**config.mk**
```make
export PLATFORM = sky130hd
export DESIGN_NAME = sensor_hub_top
export DESIGN_NICKNAME = d
export VERILOG_FILES = /design/src/common/sensor_pkg.sv /design/src/common/i2c_req_if.sv /design/src/verilog/sensor_hub_top.sv /design/src/verilog/sensor_poller.sv /design/src/verilog/lux_convert.sv /design/src/i2c/i2c_master.sv
export SDC_FILE = /design/constraint.sdc
export NUM_CORES = 1
export LEC_CHECK = 0
export ABC_AREA = 1
export BUFFER_PORTS_ARGS = -buffer_cell sky130_fd_sc_hd__buf_4
export CAP_MARGIN = 20
export CELL_PAD_IN_SITES_DETAIL_PLACEMENT = 0
export CELL_PAD_IN_SITES_GLOBAL_PLACEMENT = 1
export CORE_MARGIN = 4
export CORE_UTILIZATION = 45
export DETAILED_ROUTE_END_ITERATION = 8
export GPL_TIMING_DRIVEN = 0
export PLACE_DENSITY_LB_ADDON = 0.1
export SYNTH_ARGS = -nofsm -noshare
export SYNTH_HDL_FRONTEND = slang
export SYNTH_HIERARCHICAL = 1
export SYNTH_SLANG_ARGS = --single-unit
```
**constraint.sdc**
```tcl
create_clock -name clk -period 21.4 [get_ports clk]
set_input_delay 4.28 -clock clk [delete_from_list [all_inputs] [get_ports clk]]
set_output_delay 4.28 -clock clk [all_outputs]
set_load 0.1 [all_outputs]
```
**src/common/sensor_pkg.sv**
```systemverilog
package sensor_pkg;

	localparam int NUM_SENSORS = 8; // Sensors polled per sweep
	localparam int NUM_TEMP = 4; // Indices below this are temperature sensors
	localparam int QUARTER_BIT = 4; // Clocks per quarter SCL period

	typedef logic [2:0] poll_idx_t; // Position in the poll order

	// 7-bit bus addresses, index 0 is polled first
	localparam logic [NUM_SENSORS-1:0][6:0] sensor_addr = {
		7'h47, // West light
		7'h46, // South light
		7'h45, // East light
		7'h44, // North light
		7'h4B, // Geothermal temp
		7'h4A, // Ambient temp
		7'h49, // Greenhouse temp
		7'h48  // Solar temp
	};

	// I2C master bus phases
	localparam logic [2:0] MS_IDLE = 3'd0; // Bus free, ready high
	localparam logic [2:0] MS_START = 3'd1; // Start condition slot
	localparam logic [2:0] MS_ADDR = 3'd2; // Address byte plus read bit
	localparam logic [2:0] MS_AACK = 3'd3; // Slave address acknowledge
	localparam logic [2:0] MS_RDATA = 3'd4; // Data byte from slave
	localparam logic [2:0] MS_MACK = 3'd5; // Master ACK or final NACK
	localparam logic [2:0] MS_STOP = 3'd6; // Stop condition slot

	// One raw sensor word, read either as temperature or as light
	typedef union packed {
		struct packed {
			logic signed [8:0] celsius; // Half degree units
			logic [6:0] frac; // Finer bits, unused by the hub
		} temp;
		struct packed {
			logic [3:0] exponent; // Range scaling, power of two
			logic [11:0] mantissa; // Counts of 0.01 lux before scaling
		} light;
	} sensor_word_u;

endpackage
```
**src/common/i2c_req_if.sv**
```systemverilog
`timescale 1ns/1ps

interface i2c_req_if;

	logic start; // One-cycle request pulse
	logic [6:0] addr; // Target address, stable while busy
	logic ready; // Master idle
	logic [15:0] read_data; // First byte in the upper half
	logic nack; // Address was not acknowledged

	modport poller (
		output start, addr,
		input ready, read_data, nack
	);

	modport master (
		input start, addr,
		output ready, read_data, nack
	);

endinterface

```
**src/verilog/sensor_hub_top.sv**
```systemverilog
`timescale 1ns/1ps

module sensor_hub_top (
	input logic clk,
	input logic rst,
	output logic scl,
	output logic sda_oe, // 1 pulls SDA low
	input logic sda_in, // Resolved bus line
	output logic [8:0] solar_celsius,
	output logic [8:0] greenhouse_celsius,
	output logic [8:0] ambient_celsius,
	output logic [8:0] geothermal_celsius,
	output logic [15:0] n_lux,
	output logic [15:0] e_lux,
	output logic [15:0] s_lux,
	output logic [15:0] w_lux,
	output logic [7:0] sensor_fault,
	output logic sweep_done
);

	i2c_req_if req (); // Poller to master request path

	sensor_poller i_poller (
		.clk(clk),
		.rst(rst),
		.req(req.poller),
		.solar_celsius(solar_celsius),
		.greenhouse_celsius(greenhouse_celsius),
		.ambient_celsius(ambient_celsius),
		.geothermal_celsius(geothermal_celsius),
		.n_lux(n_lux),
		.e_lux(e_lux),
		.s_lux(s_lux),
		.w_lux(w_lux),
		.sensor_fault(sensor_fault),
		.sweep_done(sweep_done)
	);

	i2c_master i_master (
		.clk(clk),
		.rst(rst),
		.req(req.master),
		.scl(scl),
		.sda_oe(sda_oe),
		.sda_in(sda_in)
	);

endmodule

```
**src/verilog/sensor_poller.sv**
```systemverilog
`timescale 1ns/1ps

module sensor_poller
	import sensor_pkg::*;
(
	input logic clk,
	input logic rst,
	i2c_req_if.poller req,
	output logic [8:0] solar_celsius,
	output logic [8:0] greenhouse_celsius,
	output logic [8:0] ambient_celsius,
	output logic [8:0] geothermal_celsius,
	output logic [15:0] n_lux,
	output logic [15:0] e_lux,
	output logic [15:0] s_lux,
	output logic [15:0] w_lux,
	output logic [NUM_SENSORS-1:0] sensor_fault, // Bit per poll index
	output logic sweep_done
);

	poll_idx_t idx; // Sensor being read
	logic busy; // Set after the first request
	logic done; // Read finished this cycle
	logic last_idx; // West sensor in flight
	sensor_word_u word;
	logic [15:0] lux_val;
	logic [8:0] celsius_q [NUM_TEMP];
	logic [15:0] lux_q [NUM_SENSORS-NUM_TEMP];

	assign word = req.read_data;
	assign req.addr = sensor_addr[idx]; // Held until idx moves on
	assign last_idx = (idx == poll_idx_t'(NUM_SENSORS - 1));

	// Ready seen again once the request pulse is gone
	assign done = busy && !req.start && req.ready;

	lux_convert i_lux (
		.word(word),
		.lux(lux_val)
	);

	always_ff @(posedge clk)
	begin
		if (rst)
		begin
			idx <= '0;
			busy <= 1'b0;
			req.start <= 1'b0;
			sweep_done <= 1'b0;
			sensor_fault <= '0;
			for (int i = 0; i < NUM_TEMP; i++)
				celsius_q[i] <= '0;
			for (int i = 0; i < NUM_SENSORS - NUM_TEMP; i++)
				lux_q[i] <= '0;
		end
		else
		begin
			req.start <= (!busy && req.ready) || done; // Next read right away
			sweep_done <= done && last_idx;
			if (req.ready)
				busy <= 1'b1;
			if (done)
			begin
				idx <= last_idx ? '0 : idx + 1'b1;
				if (req.nack)
					sensor_fault[idx] <= 1'b1; // Output keeps its old value
				else
				begin
					sensor_fault[idx] <= 1'b0;
					if (idx < NUM_TEMP)
						celsius_q[idx[1:0]] <= word.temp.celsius;
					else
						lux_q[idx[1:0]] <= lux_val; // Light sensors 4 to 7
				end
			end
		end
	end

	assign solar_celsius = celsius_q[0];
	assign greenhouse_celsius = celsius_q[1];
	assign ambient_celsius = celsius_q[2];
	assign geothermal_celsius = celsius_q[3];
	assign n_lux = lux_q[0];
	assign e_lux = lux_q[1];
	assign s_lux = lux_q[2];
	assign w_lux = lux_q[3];

	// Handshake with the master, never request while it is busy
	assert property (@(posedge clk) disable iff (rst)
		req.start |-> req.ready);

endmodule

```
**src/verilog/lux_convert.sv**
```systemverilog
`timescale 1ns/1ps

module lux_convert
	import sensor_pkg::*;
(
	input sensor_word_u word,
	output logic [15:0] lux
);

	logic [26:0] scaled; // Mantissa times two to the exponent, 0.01 lux units
	logic [26:0] whole; // Whole lux before saturation

	assign scaled = {15'd0, word.light.mantissa} << word.light.exponent;
	assign whole = scaled / 27'd100;

	// Clip large exponents to full scale
	assign lux = (|whole[26:16]) ? 16'hFFFF : whole[15:0];

endmodule

```
**src/i2c/i2c_master.sv**
```systemverilog
`timescale 1ns/1ps

module i2c_master
	import sensor_pkg::*;
(
	input logic clk,
	input logic rst,
	i2c_req_if.master req,
	output logic scl,
	output logic sda_oe, // 1 pulls SDA low
	input logic sda_in // Resolved line level
);

	logic [2:0] state; // Current bus phase
	logic [$clog2(QUARTER_BIT)-1:0] cyc; // Clock count inside a quarter
	logic [1:0] qtr; // Quarter inside a bit slot
	logic [2:0] bit_cnt; // Bit inside the current byte
	logic byte_sel; // Second data byte in progress
	logic nack_q;
	logic [15:0] rx; // Shift register for the two data bytes
	logic [7:0] addr_byte;
	logic qtr_end; // Last clock of a quarter
	logic slot_end; // Last clock of a bit slot
	logic sample; // SCL high, mid slot
	logic data_scl; // SCL shape of an ordinary bit slot
	logic scl_d;
	logic oe_d;

	assign addr_byte = {req.addr, 1'b1}; // Read bit appended
	assign qtr_end = (cyc == QUARTER_BIT - 1);
	assign slot_end = qtr_end && (qtr == 2'd3);
	assign sample = qtr_end && (qtr == 2'd1);
	assign data_scl = (qtr == 2'd1) || (qtr == 2'd2);

	assign req.ready = (state == MS_IDLE);
	assign req.read_data = rx;
	assign req.nack = nack_q;

	// Bus levels for the current phase and quarter
	always_comb
	begin
		scl_d = 1'b1; // Released when idle
		oe_d = 1'b0;
		case (state)
			MS_START:
			begin
				scl_d = (qtr != 2'd3);
				oe_d = (qtr != 2'd0); // SDA falls with SCL high
			end
			MS_ADDR:
			begin
				scl_d = data_scl;
				oe_d = !addr_byte[3'd7 - bit_cnt]; // MSB first
			end
			MS_AACK, MS_RDATA:
			begin
				scl_d = data_scl; // SDA left to the slave
			end
			MS_MACK:
			begin
				scl_d = data_scl;
				oe_d = !byte_sel; // ACK first byte, NACK the last
			end
			MS_STOP:
			begin
				scl_d = (qtr != 2'd0);
				oe_d = !qtr[1]; // SDA rises with SCL high
			end
			default:
			begin
				scl_d = 1'b1;
				oe_d = 1'b0;
			end
		endcase
	end

	always_ff @(posedge clk)
	begin
		if (sample && state == MS_RDATA)
			rx <= {rx[14:0], sda_in}; // Slave drives MSB first
	end

	always_ff @(posedge clk)
	begin
		if (rst)
		begin
			state <= MS_IDLE;
			cyc <= '0;
			qtr <= 2'd0;
			bit_cnt <= 3'd0;
			byte_sel <= 1'b0;
			nack_q <= 1'b0;
			scl <= 1'b1;
			sda_oe <= 1'b0;
		end
		else
		begin
			scl <= scl_d; // Registered to keep the bus glitch free
			sda_oe <= oe_d;
			if (state == MS_IDLE)
			begin
				if (req.start)
				begin
					state <= MS_START;
					cyc <= '0;
					qtr <= 2'd0;
					bit_cnt <= 3'd0;
					byte_sel <= 1'b0;
					nack_q <= 1'b0; // Fresh status per transaction
				end
			end
			else
			begin
				cyc <= qtr_end ? '0 : cyc + 1'b1;
				if (qtr_end)
					qtr <= qtr + 2'd1;
				if (sample && state == MS_AACK)
					nack_q <= sda_in; // Released line means no slave
				if (slot_end)
				begin
					case (state)
						MS_START: state <= MS_ADDR;
						MS_ADDR:
						begin
							bit_cnt <= bit_cnt + 3'd1; // Wraps to 0 after bit 7
							if (bit_cnt == 3'd7)
								state <= MS_AACK;
						end
						MS_AACK: state <= nack_q ? MS_STOP : MS_RDATA; // Skip data on NACK
						MS_RDATA:
						begin
							bit_cnt <= bit_cnt + 3'd1;
							if (bit_cnt == 3'd7)
								state <= MS_MACK;
						end
						MS_MACK:
						begin
							byte_sel <= 1'b1;
							state <= byte_sel ? MS_STOP : MS_RDATA;
						end
						default: state <= MS_IDLE; // Stop done, ready rises
					endcase
				end
			end
		end
	end

	// Requests arrive only between transactions
	assert property (@(posedge clk) disable iff (rst)
		req.start |-> (state == MS_IDLE));

	// SDA moves under a high SCL only to form start or stop
	assert property (@(posedge clk) disable iff (rst)
		(scl && $past(scl) && $changed(sda_oe)) |-> (state == MS_START || state == MS_STOP));

endmodule

```
==> results.rst <==
.. list-table::
   :header-rows: 1

   * - Metric
     - Value
   * - Number of synthesized flops with an enable pin
     - 116
   * - Via count of the first global-routing pass
     - ~8.5k
   * - Port buffer count
     - 113
   * - Yosys warning total
     - 6
   * - Layout Area Growth over Synthesis
     - 17.40%
   * - Share of the yosys chip area belonging to registers
     - 37.48%
   * - Async set-reset flop share out of synthesis
     - 0%
   * - Largest fanout on the critical path
     - 10
   * - # setup viols final
     - 0
   * - FF+latch count, synth
     - 148
   * - Number of buffers on the longest clock path
     - 2
   * - Count of antenna-violating nets left after detailed routing
     - 0
   * - Netlist area before placement
     - 11000 um^2
   * - Endpoints failing hold
     - 0
   * - Setup TNS
     - 0 ps
   * - PostCTS Resize Cnt
     - 0
   * - Max capacitance violation total
     - 0
   * - Max-slew violation total from the final report
     - 0
   * - Stage delay of the slowest cell on the critical path
     - 440 ps
   * - Type of the tightest min-delay check
     - flop to flop
   * - Worst IR Drop VDD
     - ~0.086 mV
   * - Num Clock Sinks
     - roughly 150
   * - Number of top-level pins
     - about 110
   * - Power per cell area
     - 82.68 nW/um^2
   * - Die boundary width
     - 164.4 um
   * - Final net count
     - 1465
   * - Worst-skew pair later-pin latency
     - 420 ps
   * - Final min period
     - 10600 ps
   * - Syn Inst Count
     - 1319
   * - Critical Setup Path Class
     - flop to flop
   * - Chip height
     - 164.4 um
   * - Nature of the critical path startpoint
     - flop
   * - Most frequent cell on the critical path
     - nand2_4
   * - RSZ-0062 raised after global routing
     - false
   * - Ratio of cells with drive above 1 in the final layout
     - 35.58%
   * - H-tree levels
     - 4
   * - Arrival time at the worst endpoint
     - 10770 ps
   * - Total of hold buffers inserted after clock tree synthesis
     - 0
   * - TritonCTS Buffers
     - 17
   * - Placed wire-length estimate
     - 20.65 mm
   * - Fmax
     - 94.33 MHz
   * - Post-synthesis average cell area
     - between 8 and 9 um^2
   * - Slew headroom
     - 36.41%
   * - Place WS
     - 10750 ps
   * - Number of optimization iterations in the first detailed-route pass
     - 5
   * - Status
     - completed
   * - Initial DRC count
     - 649
   * - Leftover overflow at the end of global routing
     - 0
   * - Clock transition at the registers of the reported paths
     - approximately 60 ps
   * - Initial core utilization
     - 46.32%
   * - Worst Slack Setup Final
     - 10800 ps
   * - TritonCTS clock tree
     - built
   * - Post-detailed-route wirelength per cell
     - ~15 um
   * - Number of stages on the worst hold path
     - 2
   * - Floorplan core area
     - approximately 24000 um^2
   * - GR Util All Layers
     - 19.86%
   * - Drc violations
     - 0
   * - Number of setup buffers added after CTS
     - 0
   * - Predominant post-synthesis flop cell
     - edfxtp_1
   * - First-pass GRT wire length
     - 43.50 mm
   * - Per-cell via count in the routed design
     - 4.997
   * - Via count
     - 8925
   * - DRT Wirelength
     - 26.40 mm
   * - Leak
     - 6.084 nW
   * - Number of antenna violations at the first check in global routing
     - 0
   * - Nature of the critical path endpoint
     - flop
   * - Clock tree skew after final layout
     - about 11 ps
   * - Pin count of the biggest net entering global routing
     - 18
   * - Clock Root Buffer
     - clkbuf_16
   * - Final weighted congestion in routability-driven placement
     - 0.8375
   * - Critical path required time
     - 21570 ps
   * - Number of cells traversed by the worst register-to-register path
     - slightly above 90
   * - Cell variety after synth
     - 55
   * - Inserted Diodes
     - 0
   * - Worst slew pin tran
     - 946.0 ps
   * - Row Count
     - 56
   * - Flop-to-flop setup slack
     - between 10000 and 15000 ps
   * - Final period utilization
     - 49.54%
   * - Slowest stage cell on the critical path
     - edfxtp_1
   * - Die footprint
     - ~27000 um^2
## critical path: cells and delay by family (launching register included)
kind	cells	cell delay [ps]
AOI/OAI and AO/OA	1	260
and+or+nand+nor	87	8800
buffers and inverters	4	780
DFF	1	440
## report_power, final
| part | switching, mW | internal [mW] | total, mW |
|---|---|---|---|
| Clock | 0.122 | 0.198 | 0.319 |
| Combinational | 0.295 | 0.0887 | 0.384 |
| Sequential | 0.0175 | 0.347 | 0.364 |
## Yosys cell counts (6+ instances only)
cell | number | area (um^2)
o21ai_1 | 21 | 105.1
nand3_2 | 35 | 350.3
o21ai_2 | 6 | 52.55
nand4_4 | 7 | 148.9
inv_1 | 118 | 442.9
nor3_1 | 20 | 100.1
buf_4 | 7 | 52.55
nand4_2 | 12 | 150.1
nor2_4 | 20 | 225.2
inv_2 | 33 | 123.9
nand2_4 | 80 | 900.9
nand2_2 | 115 | 719.4
xor2_1 | 8 | 70.07
nor2_2 | 9 | 56.30
nand3_1 | 155 | 775.7
o21ai_0 | 15 | 75.07
edfxtp_1 | 116 | 3483
buf_6 | 13 | 146.4
a21oi_1 | 23 | 115.1
nor2_1 | 153 | 574.3
ha_1 | 8 | 100.1
nand4_1 | 24 | 150.1
dfxtp_1 | 32 | 640.6
nand2_1 | 230 | 863.3
nor3_2 | 9 | 90.09
## placed cells by master, fill, tap and decap left out, types with 23 or more instances in the layout
cell type / instances
nand3_1: 155
a21oi_1: 23
inv_2: 33
dfxtp_1: 32
nand4_1: 24
edfxtp_1: 116
inv_1: 118
nand2_2: 115
nand2_4: 80
nand2_1: 230
nand3_2: 35
buf_4: 121
nor2_1: 153
## path summary, 6_finish.rpt
| path | startpoint | to |
|---|---|---|
| max | i_master/req.read_data[14]$_DFFE_PP_ | i_poller/lux_q[3][0]$_DFFE_PP_ |
| min | flop | flop |
| max reg2reg | i_master/req.read_data[14]$_DFFE_PP_ | i_poller/lux_q[3][0]$_DFFE_PP_ |
| min reg2reg | flop | flop |
## cell type report
class                   instances  area (um^2)
clock buffers                  19        432.9
multi-input cells             982         5968
repair buffers                115        867.1
plain buffers                  31        291.5
flip-flops and latches        148         4124
fillers                      2306        10840
clock inverters                13        198.9
well taps                     319        399.1
inverters                     159        635.6
## logic make-up after synthesis
| group | synth area share [%] |
|---|---|
| other | 0.06825 |
| AO/OA/AOI/OAI | 4.401 |
| flip-flops | 37.48 |
| XOR/XNOR | 0.6368 |
| AND/OR/NAND/NOR | 48.08 |
| adder cells (fa/ha/maj) | 0.9097 |
| buffers and inverters | 8.426 |
## through the flow
step	hold WS, ps	utilization, %	total power [mW]	area [um^2]	std cells
after CTS	474.3	54.38	1.074	12920	1786
after global routing	508.8	54.38	1.117	12920	1786
after global placement	460.0	51.59	0.7517	12250	1752
final	475.8	54.38	1.068	12920	1786
after floorplan	454.1	-	0.6799	11010	1320
after detailed placement	459.3	51.72	0.7543	12290	1754
## layer usage
layer | vias up | GRT usage (%) | part of all wire (%)
li1 | 4613 | - | -
met1 | 4121 | 26.52 | 46
met2 | 170 | 34.67 | 49
met3 | 21 | 2.521 | 3.6
met4 | 0 | 4.348 | 1.1
met5 | - | 0 | 0
## state kept, by name, summed over array words and instances, names as in the netlist, 3 cells and up, named ones only
name / cells
i_poller/celsius_q: 36
i_poller/req.addr: 4
i_poller/idx: 3
i_poller/lux_q: 64
i_master/bit_cnt: 3
i_master/req.read_data: 16
i_master/state: 3
Power figures use the tool's default switching activity.
